==> config.mk <==
export PLATFORM = sky130hd
export DESIGN_NAME = rop_color_addr
export DESIGN_NICKNAME = d
export VERILOG_FILES = /design/src/rop_pkg.sv /design/src/rop_color_addr.sv
export VERILOG_INCLUDE_DIRS = /design/src
export SDC_FILE = /design/constraint.sdc
export NUM_CORES = 2
export LEC_CHECK = 0
export BUFFER_PORTS_ARGS = -buffer_cell sky130_fd_sc_hd__buf_4
export CAP_MARGIN = 20
export CORE_MARGIN = 5
export CORE_UTILIZATION = 40
export DETAILED_ROUTE_END_ITERATION = 8
export GPL_TIMING_DRIVEN = 0
export PLACE_DENSITY_LB_ADDON = 0.15
export SLEW_MARGIN = 40
export SYNTH_ARGS = -nofsm -noshare
export SYNTH_HDL_FRONTEND = slang
export SYNTH_SLANG_ARGS = --single-unit
==> constraint.sdc <==
create_clock -name vclk -period 7
set_input_delay 0.35 -clock vclk [all_inputs]
set_output_delay 0.35 -clock vclk [all_outputs]
set_load 0.005 [all_outputs]
==> src/rop_params.svh <==
`ifndef ROP_PARAMS_SVH
`define ROP_PARAMS_SVH

// Pixel lanes per request.
`define ROP_NUM_LANES 4

// Pixel coordinate width.
`define ROP_DIM_BITS 11

// Depth and stencil field widths, packed together into one 32-bit word.
`define ROP_DEPTH_BITS 24
`define ROP_STENCIL_BITS 8

// Word address is the byte address without bits 1:0.
`define ROP_ADDR_BITS 30

// Request tag width.
`define ROP_TAG_BITS 4

`endif

==> src/rop_pkg.sv <==
package rop_pkg;

    // Memory operation of a whole request.
    typedef enum logic {
        MEM_READ  = 1'b0,
        MEM_WRITE = 1'b1
    } mem_op_e;

    // Memory sequencer states.
    typedef enum logic [2:0] {
        IDLE     = 3'd0,  // Waiting for a request.
        ISSUE    = 3'd1,  // Pick next active slot.
        WAIT_ACK = 3'd2,  // Waiting for mem_ack with mem_req high.
        RELEASE  = 3'd3,  // Waiting for mem_ack to drop.
        RESPOND  = 3'd4   // Response handshake.
    } seq_state_e;

endpackage

==> src/rop_color_addr.sv <==
`timescale 1ns/1ps
`include "rop_params.svh"

module rop_color_addr
    import rop_pkg::*;
(
    input  mem_op_e                                       req_op,
    input  logic [`ROP_NUM_LANES-1:0]                     req_lane_mask,
    input  logic [`ROP_NUM_LANES-1:0]                     req_ds_pass,
    input  logic [`ROP_NUM_LANES-1:0][`ROP_DIM_BITS-1:0]  req_pos_x,
    input  logic [`ROP_NUM_LANES-1:0][`ROP_DIM_BITS-1:0]  req_pos_y,
    input  logic [`ROP_NUM_LANES-1:0][31:0]               req_color,
    input  logic [31:0]                                   cbuf_addr,
    input  logic [31:0]                                   cbuf_pitch,
    input  logic [3:0]                                    cbuf_writemask,
    input  logic                                          blend_enable,
    output logic [`ROP_NUM_LANES-1:0]                     color_mask,
    output logic [`ROP_NUM_LANES-1:0][`ROP_ADDR_BITS-1:0] color_addr,
    output logic [`ROP_NUM_LANES-1:0][31:0]               color_wdata,
    output logic [`ROP_NUM_LANES-1:0][3:0]                color_byteen
);

    logic is_read;
    logic color_on;

    assign is_read = (req_op == MEM_READ);

    // Reads only feed the blender and writes need at least one channel.
    assign color_on = is_read ? blend_enable : (cbuf_writemask != 4'd0);

    for (genvar i = 0; i < `ROP_NUM_LANES; i++) begin : g_lane
        logic [31:0] byte_addr;

        assign byte_addr = cbuf_addr
                           + 32'(req_pos_y[i]) * cbuf_pitch
                           + (32'(req_pos_x[i]) << 2);

        assign color_mask[i]   = req_lane_mask[i] && color_on
                                 && (is_read || req_ds_pass[i]);  // Failed lanes skip.
        assign color_addr[i]   = byte_addr[31:2];
        assign color_wdata[i]  = req_color[i];
        assign color_byteen[i] = cbuf_writemask;
    end

endmodule

==> flow_summary.ini <==
[critical_path]
worstSetupStartpointType = input port
crit_chain = buf_4, clkbuf_1, nand2_1, fa_1, inv_1, fa_1, fa_1, fa_1, inv_1, fa_1, inv_1, ha_1, nand3_1, nor4b_1, o31ai_2, a2111oi_4, o21ai_0, a31oi_1, o21a_1, nor2_1, xnor2_1, buf_4
cp.arrival_ps = 6590
cpPeakStageDelay_ps = 570
cpMostUsedCell = fa_1
crit_fanout = 10
crit_path_start = req_pos_y[40]
cp-end-kind = output port
critPathRequiredTime_ps = 6650
crit_slowest_cell = clkbuf_1
worstSetupPathType = input port to output port

[grt]
grt_pass1_wl_um = 206600
grt.busiest_layer = met2
grt_max_degree = 14
grtUsageMet2_pct = 42.63
antenna_found_initial = 12
grt_use_met3_pct = 5.861
grt_pass1_vias = 33366
grt_usage_pct = 25.62
overflow = 0
grtUsageMet1_pct = 33.65

[synthesis]
yosys.area_share.simple_pct = 15.86
netlist_instances = 4840
yosysTopAreaCell = fa_1
synth_cell_types = 65
synthMuxAreaShare_pct = 0.02455
synth_top_cell_area_share_pct = 51.07
yosysSeqAreaShare_pct = 0
synth_compound_area_share_pct = 4.576
synth-warning-count = 0
synth_common_cells = inv_1, fa_1, nand2_1
synth_top_family_by_area = adder cells
yosysMostFrequentCell = inv_1
syn-cell-area_um2 = 40770
synth_fa_ha_area_share_pct = 58.93
syn_area_per_cell_um2 = 8.423
synth_xor_area_share_pct = 3.717
synthesis.nets = 6430
synth_area_leaders = fa_1, inv_1, ha_1

[final_layout]
final_layout_size_suffix_gt1_share_pct = 14.23
clkbuf_count = 0
flops_and_latches = 0
fin_util_pct = 45.36
area_delta_synth_final_pct = 12.88
regArea_um2 = 0
nets = 6836

[sta]
fmax_ghz = 0.1441
grt_setup_unrepaired = yes
worst_hold_slack_ps = 865.8
slew-limit-headroom_pct = 41.15
finalSetupTns_ps = 0
fin_crit_sh_pct = 99.12
worst_slew_pin_slew_ps = 882.7
drv_slew = 0
finalHoldViolations = 0
finalCriticalPeriod_ps = 6938
setup_viol = 0

[die]
ios = 562
fp.dieH_um = 329.3
die_area_um2 = 108400
start_util_pct = 40.19
die_x_um = 329.3
core_region_area_um2 = 101400
num_rows = 117

[routing]
wl_um = 138800
vias = 32375
drtIter0Drc = 2333
first_pass_iters = 6
antenna_left = 0
drc_errors = 0
wl_per_cell_um = 20.97
avgViaCountPerCell = 4.890

[run_status]
status = completed

[hold_path]
min_from = req_color[28]
min_path_type = input port to output port

[placed_design]
gp_congestion = 0.9358
io_buffers = 407
hpwl_um = 120400

[job]
maxCapViolations = 0

[clock_network]
postCtsHoldBufs = 0
## cell type report
cell class,instances,area [um2]
Multi-Input combinational cell,3149,34070
Buffer,378,2228
Fill cell,10418,55430
Antenna cell,9,22.52
Tap cell,1368,1712
Inverter,1305,4898
Timing Repair Buffer,412,3093
## placed cells by master (no fill, tap or decap), drive strengths merged, types with 16 or more instances in the layout
| cell type | count |
|---|---|
| ha | 256 |
| and2 | 391 |
| inv | 1305 |
| a211oi | 16 |
| nand2 | 831 |
| nor3 | 20 |
| clkbuf | 199 |
| xor2 | 32 |
| o21ai | 51 |
| nor2 | 81 |
| nand3 | 21 |
| a21oi | 73 |
| a21o | 39 |
| fa | 1040 |
| o21a | 23 |
| xnor2 | 141 |
| buf | 591 |
## cell families after synthesis
kind of cell               Yosys count
buffers and inverters             1691
and+or+nand+nor                   1403
adders and majority gates         1296
AOI/OAI and AO/OA                  276
xor gates and xnor gates           173
muxes                                1
## critical path, delay by kind of cell
family | cells | cell delay [ps]
xor+xnor | 1 | 150
buf+inv | 6 | 1050
fa+ha+maj | 6 | 2820
simple gates | 4 | 790
compound gates | 5 | 1420
## worst paths after layout
check	endpoint	depth (start not counted)
worst max-delay path	color_addr[119]	22
worst min-delay path	color_wdata[28]	2
## repair_timing
item | 4_1_cts | 5_1_grt
endpoints found under the setup margin | 35 | 31
buffers inserted | 0 | 4
gates resized for setup | 74 | 190
pin swaps | 0 | 9
## per-layer routing
layer,wire length [um],vias to the layer above,share of wire (%)
met5,38,-,0.027
met4,5463,6,3.9
met3,12820,192,9.2
met2,65580,1270,47
met1,54920,16470,40
li1,-,14437,-
## metrics by stage
step	setup WS [ps]	cell area, um2	cells
floorplan	1020	40770	4840
global placement	-1443	45530	6615
detailed placement	-730.3	45590	6616
CTS	2.518	45740	6611
global route	-168.3	46000	6612
finish	61.84	46020	6621
