File: config.mk
export PLATFORM = sky130hd
export DESIGN_NAME = rop_ds_addr
export DESIGN_NICKNAME = d
export VERILOG_FILES = /design/src/rop_pkg.sv /design/src/rop_ds_addr.sv
export VERILOG_INCLUDE_DIRS = /design/src
export SDC_FILE = /design/constraint.sdc
export NUM_CORES = 2
export LEC_CHECK = 0
export BUFFER_PORTS_ARGS = -buffer_cell sky130_fd_sc_hd__buf_2
export CAP_MARGIN = 25
export CORE_MARGIN = 10
export CORE_UTILIZATION = 57
export DETAILED_ROUTE_END_ITERATION = 8
export PLACE_DENSITY = 0.79
export SLEW_MARGIN = 40
export SYNTH_ARGS = -nofsm -noshare
export SYNTH_HDL_FRONTEND = slang
export SYNTH_SLANG_ARGS = --single-unit
File: constraint.sdc
create_clock -name vclk -period 18.9
set_input_delay 2.835 -clock vclk [all_inputs]
set_output_delay 2.835 -clock vclk [all_outputs]
set_load 0.01 [all_outputs]
File: src/rop_params.svh
`ifndef ROP_PARAMS_SVH
`define ROP_PARAMS_SVH

// Pixel lanes per request.
`define ROP_NUM_LANES 4

// Pixel coordinate width.
`define ROP_DIM_BITS 11

// Depth and stencil field widths, packed together into one 32-bit word.
`define ROP_DEPTH_BITS 24
`define ROP_STENCIL_BITS 8

// Word address is the byte address without bits 1:0.
`define ROP_ADDR_BITS 30

// Request tag width.
`define ROP_TAG_BITS 4

`endif

File: src/rop_pkg.sv
package rop_pkg;

    // Memory operation of a whole request.
    typedef enum logic {
        MEM_READ  = 1'b0,
        MEM_WRITE = 1'b1
    } mem_op_e;

    // Memory sequencer states.
    typedef enum logic [2:0] {
        IDLE     = 3'd0,  // Waiting for a request.
        ISSUE    = 3'd1,  // Pick next active slot.
        WAIT_ACK = 3'd2,  // Waiting for mem_ack with mem_req high.
        RELEASE  = 3'd3,  // Waiting for mem_ack to drop.
        RESPOND  = 3'd4   // Response handshake.
    } seq_state_e;

endpackage

File: src/rop_ds_addr.sv
`timescale 1ns/1ps
`include "rop_params.svh"

module rop_ds_addr
    import rop_pkg::*;
(
    input  mem_op_e                                          req_op,
    input  logic [`ROP_NUM_LANES-1:0]                        req_lane_mask,
    input  logic [`ROP_NUM_LANES-1:0]                        req_backface,
    input  logic [`ROP_NUM_LANES-1:0][`ROP_DIM_BITS-1:0]     req_pos_x,
    input  logic [`ROP_NUM_LANES-1:0][`ROP_DIM_BITS-1:0]     req_pos_y,
    input  logic [`ROP_NUM_LANES-1:0][`ROP_DEPTH_BITS-1:0]   req_depth,
    input  logic [`ROP_NUM_LANES-1:0][`ROP_STENCIL_BITS-1:0] req_stencil,
    input  logic [31:0]                                      zbuf_addr,
    input  logic [31:0]                                      zbuf_pitch,
    input  logic                                             depth_enable,
    input  logic                                             depth_writemask,
    input  logic                                             stencil_enable,
    input  logic [7:0]                                       stencil_front_writemask,
    input  logic [7:0]                                       stencil_back_writemask,
    output logic [`ROP_NUM_LANES-1:0]                        ds_mask,
    output logic [`ROP_NUM_LANES-1:0][`ROP_ADDR_BITS-1:0]    ds_addr,
    output logic [`ROP_NUM_LANES-1:0][31:0]                  ds_wdata,
    output logic [`ROP_NUM_LANES-1:0][3:0]                   ds_byteen
);

    logic is_read;
    logic depth_on;
    logic stencil_on;

    assign is_read    = (req_op == MEM_READ);
    assign depth_on   = depth_enable && (is_read || depth_writemask);
    assign stencil_on = stencil_enable
                        && (is_read || (stencil_front_writemask != 8'd0)
                                    || (stencil_back_writemask != 8'd0));

    for (genvar i = 0; i < `ROP_NUM_LANES; i++) begin : g_lane
        logic [31:0] byte_addr;
        logic [7:0]  sel_wmask;

        assign byte_addr = zbuf_addr
                           + 32'(req_pos_y[i]) * zbuf_pitch
                           + (32'(req_pos_x[i]) << 2);
        assign sel_wmask = req_backface[i] ? stencil_back_writemask
                                           : stencil_front_writemask;  // Face select.

        assign ds_mask[i]   = req_lane_mask[i] && (depth_on || stencil_on);
        assign ds_addr[i]   = byte_addr[31:2];  // Word aligned.
        assign ds_wdata[i]  = {req_stencil[i], req_depth[i]};
        assign ds_byteen[i] = {(sel_wmask != 8'd0), {3{depth_writemask}}};
    end

endmodule

==> summary.txt <==
GP Congestion = 0.874
Worst-Margin Slew = 0.928 ns
# IOs = 576
final cell count without fillers = 5713
# resized after CTS = 0
TNS Setup = 0 ns
final hold viol count = 0
sequential area share after synthesis = 0%
filler cell count = 6129
hold_buf cts = 0
Data required, critical path = 16.07 ns
CP Launch Type = input port
top cells by area, synth = fa_1 (51%), inv_1 (12%), ha_1 (7.9%), nand2_1 (7.9%), and2_1 (6.0%)
IO buf count = 320
max_cap viols = 0
Worst Setup Path Type = input port to output pin
initial DRC count = 2002
vias in the first global route = 33700
final net count = 6374
die width = 287 um
initial antenna violation count = 9
Yosys top cell area share = 51.4%
Setup Viol. Count Final = 0
gr usage total = 25.3%
RSZ-0062 raised after global routing = false
Die Height = 287 um
drt pass-1 iters = 7
DP Cell Count = 5708
design area = 41500 um2
Placed Area = 41500 um2
status = completed
Via density = 5.38
DRT Wirelength = 101000 um
commonest non-fill, non-tap cell in the layout = inv_1
Tcrit/Tclk final = 62.9%
largest net degree at the start of global routing = 45
Layout area overhead = 2.50%
ANT nets after route = 0
first-pass GRT wire length = 169000 um
Syn Nets = 6414
CP Capture Type = output pin
cell taking the most area after synthesis = fa_1
fraction of layout cells with a size suffix above 1 = 7.38%
die area = 82200 um2
HP Class = input port to output pin
most frequent CP cell = fa_1
Core Region = 70300 um2
min cycle time layout = 11.88 ns
Max Fanout on Critical Path = 23
Slew Viols, Final = 0
clkbuf count = 0
# Post-CTS Setup Buffers = 0
commonest non-fill, non-tap cells in the layout = inv_1 (1309), fa_1 (1040), nand2_1 (853)
initial core utilization = 57.7%
Cell variety after synth = 63
drt drc = 0
Post-Syn Area = 40500 um2
Detailed Place HPWL = 82100 um
fmax = 84.2 MHz
grt total ovfl = 0
Avg WL per Cell = 17.7 um
FP Rows = 97
Syn Area/Cell = 8.43 um2
register cell area after layout = 0 um2
Ys Warns = 0
FFs & Latches = 0
Post-Synthesis Cells = 4810
routed vias = 30800
CP arrival = 9.04 ns
CP Cell Sequence = buf_2 > buf_16 > and2_1 > fa_1 > inv_1 > fa_1 > inv_1 > fa_1 > fa_1 > inv_1 > fa_1 > inv_1 > ha_1 > a21o_1 > a21oi_1 > nand3b_1 > o21ai_0 > o211ai_1 > a31oi_1 > or2_2 > o21ai_0 > xnor2_1 > buf_2
Slew headroom = 37.5%
slowest stage cell, crit path = o21ai_0
Max stage delay on crit path = 0.64 ns
## worst max-delay path, delay by kind of cell
family          cells  cell delay (ns)
buf+inv             7             0.90
simple gates        3             0.48
fa+ha+maj           6             2.83
compound gates      6             1.81
xor+xnor            1             0.18
## synthesized netlist by cell type, drive strengths merged (3+ instances only)
cell,count
nor3b,4
ha,256
a31oi,4
a21boi,4
or2,6
xor2,36
and2,388
clkbuf,225
a211o,4
o211ai,7
nor2,65
a221oi,5
nand2,853
o22ai,3
a21oi,79
nor3,13
o21a,25
buf,153
o41ai,3
o21ai,42
a31o,3
a21o,24
or4,9
nand3,16
a41oi,3
a211oi,5
a2111oi,3
nor2b,18
fa,1040
nand2b,11
o21bai,12
inv,1309
xnor2,142
o31ai,5
o31a,5
nand4,4
or3,5
and3,5
## cell type report
| class | count | area [um2] | area share (%) |
|---|---|---|---|
| tap | 940 | 1180 | 2.83 |
| multi-input combinational | 3123 | 33700 | 81.1 |
| timing repair buffer | 336 | 1760 | 4.24 |
| antenna | 5 | 12.5 | 0.0301 |
| inverter | 1309 | 4910 | 11.8 |
## per-stage QoR
step                hold WS (ns)  worst slack, ns  utilization, %
floorplan                   5.75             8.07               -
global placement            5.67             6.89            59.0
detailed placement          5.67             7.01            59.1
CTS                         5.67             6.97            59.1
global route                5.67             6.70            59.1
finish                      5.67             7.02            59.1
## cell families (layout without fill, tap and decap cells)
kind of cell / after synthesis / count (layout) / share of synthesized area [%]
xor gates and xnor gates: 178 / 178 / 3.85
adders and majority gates: 1296 / 1296 / 59.3
buffers and inverters: 1687 / 1645 / 16.9
other: 0 / 5 / 0
AOI/OAI and AO/OA: 247 / 247 / 4.02
and+or+nand+nor: 1402 / 1402 / 15.9
## final timing paths
kind | cells past startpoint | slack (ns) | endpoint | from
setup / recovery | 23 | 7.02 | ds_addr[89] | zbuf_pitch[5]
hold / removal | 0 | 5.67 | ds_wdata[16] | req_depth[16]
## routing by layer
layer	share of wire [%]	GRT usage [%]
met1	36	30.4
met2	50	44.2
met3	9.3	4.58
met4	5.1	10.8
met5	0.068	0
Power is not shown: default switching activity piles up to over one toggle a cycle in this logic, so the estimate is an artifact.
