--- src/rop_params.svh ---
`ifndef ROP_PARAMS_SVH
`define ROP_PARAMS_SVH

// Pixel lanes per request.
`define ROP_NUM_LANES 4

// Pixel coordinate width.
`define ROP_DIM_BITS 11

// Depth and stencil field widths, packed together into one 32-bit word.
`define ROP_DEPTH_BITS 24
`define ROP_STENCIL_BITS 8

// Word address is the byte address without bits 1:0.
`define ROP_ADDR_BITS 30

// Request tag width.
`define ROP_TAG_BITS 4

`endif

--- src/rop_pkg.sv ---
package rop_pkg;

    // Memory operation of a whole request.
    typedef enum logic {
        MEM_READ  = 1'b0,
        MEM_WRITE = 1'b1
    } mem_op_e;

    // Memory sequencer states.
    typedef enum logic [2:0] {
        IDLE     = 3'd0,  // Waiting for a request.
        ISSUE    = 3'd1,  // Pick next active slot.
        WAIT_ACK = 3'd2,  // Waiting for mem_ack with mem_req high.
        RELEASE  = 3'd3,  // Waiting for mem_ack to drop.
        RESPOND  = 3'd4   // Response handshake.
    } seq_state_e;

endpackage

--- src/rop_mem_seq.sv ---
`timescale 1ns/1ps
`include "rop_params.svh"

module rop_mem_seq
    import rop_pkg::*;
(
    input  logic                                             clk,
    input  logic                                             arst_n,
    input  logic                                             req,
    input  mem_op_e                                          req_op,
    input  logic [`ROP_TAG_BITS-1:0]                         req_tag,
    output logic                                             req_ack,
    input  logic [`ROP_NUM_LANES-1:0]                        ds_mask,
    input  logic [`ROP_NUM_LANES-1:0][`ROP_ADDR_BITS-1:0]    ds_addr,
    input  logic [`ROP_NUM_LANES-1:0][31:0]                  ds_wdata,
    input  logic [`ROP_NUM_LANES-1:0][3:0]                   ds_byteen,
    input  logic [`ROP_NUM_LANES-1:0]                        color_mask,
    input  logic [`ROP_NUM_LANES-1:0][`ROP_ADDR_BITS-1:0]    color_addr,
    input  logic [`ROP_NUM_LANES-1:0][31:0]                  color_wdata,
    input  logic [`ROP_NUM_LANES-1:0][3:0]                   color_byteen,
    output logic                                             mem_req,
    output mem_op_e                                          mem_op,
    output logic [`ROP_ADDR_BITS-1:0]                        mem_addr,
    output logic [31:0]                                      mem_wdata,
    output logic [3:0]                                       mem_byteen,
    input  logic                                             mem_ack,
    input  logic [31:0]                                      mem_rdata,
    output logic                                             rsp_req,
    output logic [`ROP_NUM_LANES-1:0]                        rsp_mask,
    output logic [`ROP_NUM_LANES-1:0][`ROP_DEPTH_BITS-1:0]   rsp_depth,
    output logic [`ROP_NUM_LANES-1:0][`ROP_STENCIL_BITS-1:0] rsp_stencil,
    output logic [`ROP_NUM_LANES-1:0][31:0]                  rsp_color,
    output logic [`ROP_TAG_BITS-1:0]                         rsp_tag,
    input  logic                                             rsp_ack
);

    localparam int NUM_LANES = `ROP_NUM_LANES;
    localparam int NUM_SLOTS = 2 * NUM_LANES;
    localparam int SLOT_W    = $clog2(NUM_SLOTS);

    seq_state_e state;
    logic       req_done;  // Request handshake finished.

    logic [NUM_SLOTS-1:0] pending;
    logic [NUM_LANES-1:0] mask_r;
    logic [SLOT_W-1:0]    cur_slot;
    logic [SLOT_W-1:0]    next_slot;

    mem_op_e                                   op_r;
    logic [`ROP_TAG_BITS-1:0]                  tag_r;
    logic [NUM_SLOTS-1:0][`ROP_ADDR_BITS-1:0]  slot_addr;
    logic [NUM_SLOTS-1:0][31:0]                slot_wdata;
    logic [NUM_SLOTS-1:0][3:0]                 slot_byteen;
    logic [NUM_SLOTS-1:0][31:0]                rdata;

    // Lowest pending slot; depth/stencil lanes sit below colour lanes.
    always_comb begin
        next_slot = '0;
        for (int s = NUM_SLOTS - 1; s >= 0; s--) begin
            if (pending[s]) begin
                next_slot = SLOT_W'(s);
            end
        end
    end

    always_ff @(posedge clk or negedge arst_n) begin
        if (!arst_n) begin
            state    <= IDLE;
            req_ack  <= 1'b0;
            req_done <= 1'b0;
            mem_req  <= 1'b0;
            rsp_req  <= 1'b0;
            pending  <= '0;
            mask_r   <= '0;
        end else begin
            // Request handshake runs alongside the slot walk.
            if (state != IDLE && !req_done) begin
                if (!req_ack && req) begin
                    req_ack <= 1'b1;
                end else if (req_ack && !req) begin
                    req_ack  <= 1'b0;
                    req_done <= 1'b1;
                end
            end

            case (state)
                IDLE: begin
                    if (req) begin
                        pending  <= {color_mask, ds_mask};
                        mask_r   <= ds_mask | color_mask;
                        req_done <= 1'b0;
                        state    <= ISSUE;
                    end
                end
                ISSUE: begin
                    if (pending != '0) begin
                        mem_req <= 1'b1;
                        state   <= WAIT_ACK;
                    end else if (req_done) begin
                        rsp_req <= 1'b1;  // Empty batch.
                        state   <= RESPOND;
                    end
                end
                WAIT_ACK: begin
                    if (mem_ack) begin
                        mem_req           <= 1'b0;
                        pending[cur_slot] <= 1'b0;
                        state             <= RELEASE;
                    end
                end
                RELEASE: begin
                    if (!mem_ack) begin
                        if (pending == '0 && req_done) begin
                            rsp_req <= 1'b1;
                            state   <= RESPOND;
                        end else begin
                            state <= ISSUE;
                        end
                    end
                end
                RESPOND: begin
                    if (rsp_req && rsp_ack) begin
                        rsp_req <= 1'b0;
                    end else if (!rsp_req && !rsp_ack) begin
                        state <= IDLE;
                    end
                end
                default: state <= IDLE;
            endcase
        end
    end

    always_ff @(posedge clk) begin
        if (state == IDLE && req) begin
            op_r        <= req_op;
            tag_r       <= req_tag;
            slot_addr   <= {color_addr, ds_addr};
            slot_wdata  <= {color_wdata, ds_wdata};
            slot_byteen <= {color_byteen, ds_byteen};
            rdata       <= '0;  // Unread lanes return zero.
        end
        if (state == ISSUE && pending != '0) begin
            cur_slot   <= next_slot;
            mem_addr   <= slot_addr[next_slot];
            mem_wdata  <= slot_wdata[next_slot];
            mem_byteen <= slot_byteen[next_slot];
        end
        if (state == WAIT_ACK && mem_ack && op_r == MEM_READ) begin
            rdata[cur_slot] <= mem_rdata;
        end
    end

    assign mem_op   = op_r;
    assign rsp_mask = mask_r;
    assign rsp_tag  = tag_r;

    for (genvar i = 0; i < NUM_LANES; i++) begin : g_rsp
        assign rsp_depth[i]   = rdata[i][`ROP_DEPTH_BITS-1:0];
        assign rsp_stencil[i] = rdata[i][31:`ROP_DEPTH_BITS];
        assign rsp_color[i]   = rdata[NUM_LANES + i];
    end

    a_mem_req_hold: assert property (@(posedge clk) disable iff (!arst_n)
        mem_req && !mem_ack |=> mem_req);

    a_mem_payload_stable: assert property (@(posedge clk) disable iff (!arst_n)
        mem_req && !mem_ack |=> $stable({mem_op, mem_addr, mem_wdata, mem_byteen}));

    a_rsp_req_hold: assert property (@(posedge clk) disable iff (!arst_n)
        rsp_req && !rsp_ack |=> rsp_req);

endmodule

--- config.mk ---
export PLATFORM = sky130hd
export DESIGN_NAME = rop_mem_seq
export DESIGN_NICKNAME = d
export VERILOG_FILES = /design/src/rop_pkg.sv /design/src/rop_mem_seq.sv
export VERILOG_INCLUDE_DIRS = /design/src
export SDC_FILE = /design/constraint.sdc
export NUM_CORES = 1
export LEC_CHECK = 0
export ABC_AREA = 1
export BUFFER_PORTS_ARGS = -buffer_cell sky130_fd_sc_hd__buf_4
export CORE_AREA = 2 2 358 360
export CTS_CLUSTER_SIZE = 25
export DETAILED_ROUTE_END_ITERATION = 8
export DIE_AREA = 0 0 360 362
export SLEW_MARGIN = 10
export SYNTH_ARGS = -nofsm -noshare
export SYNTH_HDL_FRONTEND = slang
export SYNTH_SLANG_ARGS = --single-unit
--- constraint.sdc ---
create_clock -name clk -period 18.14 [get_ports clk]
set_input_delay 1.814 -clock clk [delete_from_list [all_inputs] [get_ports clk]]
set_output_delay 1.814 -clock clk [all_outputs]
set_load 0.01 [all_outputs]
==> results.py, run 1 <==
metrics = {
    "power": {
        "power_switching_mw": 2.63,
        "clkPwrFrac": 0.268,
        "p_sw_frac": 0.366,
        "total_power_mw": 7.19,
        "intPower_mw": 4.56,
        "p_per_area_nw_per_um2": 154,
        "ir_worst_vdd_v": 0.000131,
        "p_comb_frac": 0.335,
        "seqPwrFrac": 0.397,
        "leakage_nw": 20.8,
    },
    "timing": {
        "skew_ps": 37.4,
        "fin_crit_sh": 0.322,
        "fmax_mhz": 171,
        "setup_tns_ps": 0,
        "finalCriticalPeriod_ps": 5830,
        "finalHoldViolCount": 0,
        "setup_viol": 0,
        "worstMarginPinSlew_ps": 1310,
        "finalMaxSlewViolations": 0,
        "rsz0062_at_grt": "false",
        "relSlewSlack": 0.128,
    },
    "clock_tree": {
        "ctsResizeCount": 0,
        "h-tree-depth": 3,
        "root_buffer": "clkbuf_16",
        "clockBufferDepth": 3,
        "clk-insertion-delay-late_ps": 710,
        "cts_buffers": 97,
        "clk_pin_slew_worst_paths_ps": 60,
        "ctsHoldBuffers": 0,
        "post_cts_buffers": 0,
        "tritoncts": "done",
        "clock_sinks": 877,
    },
    "critical_path": {
        "timing.critical_path.fanout_max": 174,
        "worst_setup_path_end_kind": "register",
        "slowest_delay_ps": 910,
        "path_class": "input pin to register",
        "regToRegSetupSlack_ps": 12820,
        "cp.arrival_ps": 6150,
        "r2r_end": "slot_wdata[19]$_DFFE_PP_",
        "crit_slowest_cell": "buf_4",
        "required_ps": 18460,
        "crit_path_cell_trace": "buf_4, inv_1, nor2_4, buf_4, buf_4, buf_12, buf_4",
        "cp-start-kind": "input pin",
        "cpMostUsedCell": "buf_4",
        "r2r-start": "state[0]$_DFFE_PN0P_",
        "startpoint": "req",
        "ff2ff_path_depth": 7,
    },
    "synthesis": {
        "synth_cells": 3411,
        "synth_common_cells": "nand3_1, nand2_1, edfxtp_1",
        "synth_most_common_cell": "nand3_1",
        "synthDistinctLibCells": 39,
        "netlist_area_sq_um": 35200,
        "yosysTopAreaCell": "edfxtp_1",
        "async_reset_ff_frac": 0.0217,
        "synth.top_cell.area_share": 0.513,
        "synth-xor-area-share": 0,
        "synthTopCellsByArea": "edfxtp_1, dfxtp_1, nand3_1, nand2_1, inv_1",
        "synth_fp_nets": 3991,
        "yosysWarnings": 0,
        "synth_fa_ha_area_frac": 0.000710,
        "synth_flop_cell": "edfxtp_1",
        "yosys.area_share.simple": 0.191,
        "synth-edff-count": 602,
        "synth_top_family_by_area": "simple AND/OR/NAND/NOR gates",
        "synth_compound_area_frac": 0.0445,
        "synthMuxAreaShare": 0,
        "synth-seq-cells": 877,
        "seq_area_frac_synth": 0.672,
        "synth_area_per_cell_sq_um": 10.3,
    },
    "finish": {
        "drive_above_1_share": 0.269,
        "final_util": 0.368,
        "fin_nets": 4820,
        "areaGrowthSynthToFinish_pct": 32.3,
        "final_cells": 5997,
    },
    "die": {
        "rows": 131,
        "dieArea_sq_um": 130000,
        "die_h_microns": 362,
        "io_pins": 912,
        "die_x_microns": 360,
        "initial_core_util": 0.278,
        "core_sq_um": 127000,
    },
    "placement": {
        "dp_hpwl_microns": 85900,
        "dp_cells": 5803,
        "place_congestion": 0.825,
        "numPortBuffers": 911,
    },
    "flow_run": {
        "cap_viol_max_count": 0,
    },
    "drt": {
        "vias": 27200,
        "vias_per_cell": 4.54,
        "drt-initial-drc-count": 2181,
        "ant_nets": 0,
        "drc": 0,
        "firstDrtPassIters": 7,
        "wl_microns": 124000,
        "wire_per_inst_microns": 20.6,
    },
    "global_routing": {
        "grt_pass1_vias": 25600,
        "grt-ovfl-total": 0,
        "global_route.usage.total": 0.183,
        "grt_pass1_wl_microns": 175000,
        "antenna_found_initial": 33,
        "grt_max_degree": 175,
    },
    "min_path": {
        "hold_class": "register to register",
        "worstHoldStart": "rsp_color[63]$_DFF_P_",
        "whs_endpoint": "rsp_color[63]$_DFF_P_",
        "holdPathStages": 2,
    },
    "outcome": {
        "outcome": "finished, final reports clean",
    },
}
how the worst max path moves through the flow:
stage / depth (start not counted) / slack [ps] / to
final: 7 / 12310 / slot_wdata[19]$_DFFE_PP_
after global routing: 7 / 12080 / slot_wdata[223]$_DFFE_PP_
after CTS: 7 / 12400 / slot_wdata[17]$_DFFE_PP_
after detailed placement: 7 / 11560 / slot_wdata[52]$_DFFE_PP_
after global placement: 7 / 11690 / slot_addr[209]$_DFFE_PP_
after floorplan: 5 / 9130 / rsp_mask[2]$_DFFE_PN0P_
per-stage QoR:
step,setup WS [ps],cell area [sq um],hold slack [ps]
after floorplan,9130,35200,473
after detailed placement,11560,43500,465
after global placement,11690,43500,461
after CTS,12400,46500,473
final,12310,46600,471
after global routing,12080,46600,485
cell usage in the layout, fill, tap and decap left out, types with 3 or more instances in the layout:
| master | n |
|---|---|
| buf_12 | 4 |
| nand3_1 | 761 |
| nand2_4 | 4 |
| edfxtp_1 | 602 |
| o31ai_1 | 4 |
| nand3_2 | 30 |
| clkbuf_16 | 100 |
| nand2_2 | 3 |
| dfxtp_1 | 256 |
| clkinv_4 | 3 |
| a2bb2oi_1 | 4 |
| clkinv_1 | 18 |
| diode_2 | 20 |
| o21ai_1 | 119 |
| nor2_1 | 16 |
| o21ai_2 | 32 |
| inv_2 | 3 |
| clkbuf_1 | 24 |
| buf_4 | 934 |
| o21ai_0 | 108 |
| a21oi_1 | 7 |
| nand2_1 | 630 |
| inv_1 | 577 |
| clkinvlp_4 | 4 |
| bufinv_16 | 4 |
| nor2_4 | 4 |
| dfrtp_1 | 19 |
| clkinv_2 | 9 |
| clkbuf_8 | 7 |
worst max-delay path: cells and delay by family:
family                 cells  cell delay, ps
buffers and inverters      6            3070
and+or+nand+nor            1             740
power by group through the flow:
stage / clock network, mW / registers (mW) / logic, mW
after floorplan: 0 / 3.03 / 1.31
after global placement: 0 / 2.88 / 2.42
after detailed placement: 0 / 2.89 / 2.45
after CTS: 1.98 / 2.85 / 2.45
after global routing: 2.06 / 2.89 / 2.66
final: 1.93 / 2.85 / 2.41
flip-flops by register name, indices dropped and copies added (netlist names):
name	cells
mem_op	1
rsp_req	1
rsp_tag	4
rsp_mask	4
rsp_depth	96
mem_addr	30
mem_wdata	32
mem_byteen	4
req_done	1
slot_wdata	256
rsp_color	128
state	3
req_ack	1
rsp_stencil	32
slot_addr	240
pending	8
cur_slot	3
mem_req	1
slot_byteen	32
metal layers:
layer / wire (microns) / part of all wire / track usage / vias up
li1: - / - / - / 13000
met1: 49200 / 0.40 / 0.220 / 12900
met2: 60200 / 0.49 / 0.306 / 1085
met3: 10000 / 0.081 / 0.0551 / 218
met4: 4060 / 0.033 / 0.0709 / 24
met5: 149 / 0.0012 / 0 / -
layout make-up:
type | count | area (sq um)
inverters | 586 | 2230
diodes | 20 | 50.0
well taps | 1662 | 2080
clock buffers | 131 | 2690
fillers | 12600 | 80100
repair buffers | 938 | 7090
flip-flops and latches | 877 | 23700
multi-input cells | 1740 | 8380
clock inverters | 43 | 408
cell families (layout without fill, tap and decap cells):
kind of cell,after synthesis,count (layout)
other,0,20
AOI/OAI and AO/OA,279,279
DFF,877,877
buffers and inverters,794,1698
adders and majority gates,2,2
and+or+nand+nor,1459,1459
Power figures use the tool's default switching activity.
==> run 2: changes to the inputs <==
==> constraint.sdc (replaced) <==
create_clock -name clk -period 5 [get_ports clk]
set_input_delay 0.5 -clock clk [delete_from_list [all_inputs] [get_ports clk]]
set_output_delay 0.5 -clock clk [all_outputs]
set_load 0.01 [all_outputs]
==> run 2 against run 1 <==
Power rose to 3.8 times the previous value. Register-to-register slack got worse by 11000 ps. Critical path type is now register to register. Utilization rose by 4.5 points. Global-route usage is 1.4 points higher. Largest power group unchanged. Wire length rose by 7.8%.
==> results.py, run 2 (synthesized netlist as in run 1, its figures left out) <==
metrics = {
    "outcome": {
        "outcome": "finished, final reports clean",
    },
    "placement": {
        "place_area_sq_um": 43600,
        "numPortBuffers": 911,
        "dp_hpwl_microns": 89500,
        "place_congestion": 0.845,
    },
    "timing": {
        "fmax_mhz": 340,
        "skew_ps": 46.1,
        "setup_tns_ps": 0,
        "rsz0062_at_grt": "false",
        "finalCriticalPeriod_ps": 2940,
        "finalMaxSlewViolations": 0,
        "relSlewSlack": 0.291,
        "finalHoldViolCount": 0,
        "fin_crit_sh": 0.588,
        "setup_viol": 0,
        "worstMarginPinSlew_ps": 1060,
    },
    "die": {
        "die_x_microns": 360,
        "die_h_microns": 362,
        "initial_core_util": 0.278,
        "io_pins": 912,
        "core_sq_um": 127000,
        "dieArea_sq_um": 130000,
        "rows": 131,
    },
    "critical_path": {
        "timing.critical_path.fanout_max": 111,
        "crit_slowest_cell": "nand2_4",
        "regToRegSetupSlack_ps": 2060,
        "cpMostUsedCell": "nand2_1",
        "cp_top_family": "simple AND/OR/NAND/NOR gates",
        "required_ps": 5460,
        "path_class": "register to register",
        "cp-start-kind": "register",
        "worst_setup_path_end_kind": "register",
        "ff2ff_path_depth": 13,
        "worst-path-buf-inv": 1,
        "crit_path_cell_trace": "nand2_1, nand2_1, nand2_1, nand2_1, nand2_1, nand2_4, nand2_4, buf_12, nand2_1, nand3_1, nand2_1, nand2_1, nand2_1",
        "crit_cells": 13,
        "slowest_delay_ps": 560,
        "cp.arrival_ps": 3400,
    },
    "clock_tree": {
        "clk_pin_slew_worst_paths_ps": 60,
        "clk-insertion-delay-late_ps": 710,
        "clockBufferDepth": 3,
        "clock_sinks": 877,
        "h-tree-depth": 3,
        "cts_buffers": 99,
        "ctsResizeCount": 0,
        "root_buffer": "clkbuf_16",
        "tritoncts": "done",
    },
    "finish": {
        "areaGrowthSynthToFinish_pct": 48.5,
        "final_cell_mix": "buf_4, nand3_1, nand2_1",
        "fin_nets": 5363,
        "fill_cells": 11800,
        "top_register": "slot_wdata",
        "largest_reg_flops": 256,
        "final_common_cell": "buf_4",
        "drive_above_1_share": 0.243,
        "fin_area_sq_um": 52300,
    },
    "global_routing": {
        "global_route.usage.total": 0.197,
        "antenna_found_initial": 29,
        "grt-ovfl-total": 0,
        "grt_pass1_wl_microns": 192000,
        "grt_pass1_vias": 29500,
        "grt_max_degree": 163,
    },
    "drt": {
        "wl_microns": 133000,
        "wire_per_inst_microns": 20.4,
        "ant_nets": 0,
        "firstDrtPassIters": 5,
        "vias_per_cell": 4.55,
        "drt-initial-drc-count": 2880,
        "drc": 0,
        "vias": 29800,
    },
    "flow_run": {
        "cap_viol_max_count": 0,
    },
    "min_path": {
        "hold_class": "input pin to register",
        "holdPathStages": 3,
    },
    "power": {
        "leakage_nw": 23.3,
        "ir_worst_vdd_v": 0.000421,
        "p_per_area_nw_per_um2": 516,
    },
}
## run 2: cell types whose count changed in the layout (fill, tap and decap cells not counted), sizes merged
cell	delta
bufinv	+2
dlygate4sd3	+537
clkbuf	+4
clkinv	+1
inv	+5
diode	-3
buf	+4
clkinvlp	-2
## run 2: timing repair
| item | in CTS | in global routing |
|---|---|---|
| endpoints found under the hold margin | 556 | 0 |
| setup buffers | 0 | 0 |
| hold buffers | 537 | 0 |
## run 2: path summary, 6_finish.rpt
path | startpoint | to
worst max-delay path | pending[7]$_DFFE_PN0P_ | mem_addr[17]$_DFFE_PP_
worst min-delay path | mem_ack | state[1]$_DFFE_PN0P_
worst max register to register | pending[7]$_DFFE_PN0P_ | mem_addr[17]$_DFFE_PP_
worst min register to register | rsp_color[55]$_DFF_P_ | rsp_color[55]$_DFF_P_
max in group asynchronous | arst_n | pending[0]$_DFFE_PN0P_
min in group asynchronous | arst_n | req_ack$_DFFE_PN0P_
## run 2: area by class of cell
| class | instances | area [sq um] | area share |
|---|---|---|---|
| Clock inverter | 49 | 541 | 0.0103 |
| Antenna cell | 17 | 42.5 | 0.000813 |
| Sequential cell | 877 | 23700 | 0.452 |
| Multi-Input combinational cell | 1740 | 8380 | 0.160 |
| Timing Repair Buffer | 1479 | 12600 | 0.240 |
| Clock buffer | 135 | 2800 | 0.0536 |
| Tap cell | 1662 | 2080 | 0.0397 |
| Inverter | 586 | 2230 | 0.0426 |
## run 2: power by group
group | switching, mW | internal [mW]
registers | 0.676 | 9.75
clock network | 3.17 | 4.28
logic | 5.98 | 3.14
## run 2: metal layers
metal	wire length, microns	track usage	part of all wire	vias up
met5	125	0	0.00094	-
met4	5280	0.0845	0.040	22
met3	9450	0.0440	0.071	267
met2	65500	0.340	0.49	1258
met1	52900	0.236	0.40	14100
li1	-	-	-	14100
## run 2: worst reg2reg max path, cell delays in order, from the launching register on
cell     delay [ps]
dfrtp_1         390
nand2_1          70
nand2_1          50
nand2_1          60
nand2_1          50
nand2_1         100
nand2_4         160
nand2_4         560
buf_12          530
nand2_1         220
nand3_1          90
nand2_1          80
nand2_1         240
nand2_1          90
## run 2: metrics by stage
| step | power (mW) | setup slack [ps] | hold slack (ps) | utilization | std cells |
|---|---|---|---|---|---|
| CTS | 27.2 | 2050 | 6.51 | 0.413 | 6528 |
| global route | 28.5 | 1850 | 65.8 | 0.413 | 6537 |
| detailed placement | 19.4 | 2050 | 409 | 0.344 | 5807 |
| floorplan | 15.6 | 20.9 | 204 | - | 3411 |
| global placement | 19.2 | 2060 | 406 | 0.344 | 5807 |
| finish | 27.0 | 2060 | 88.4 | 0.413 | 6545 |
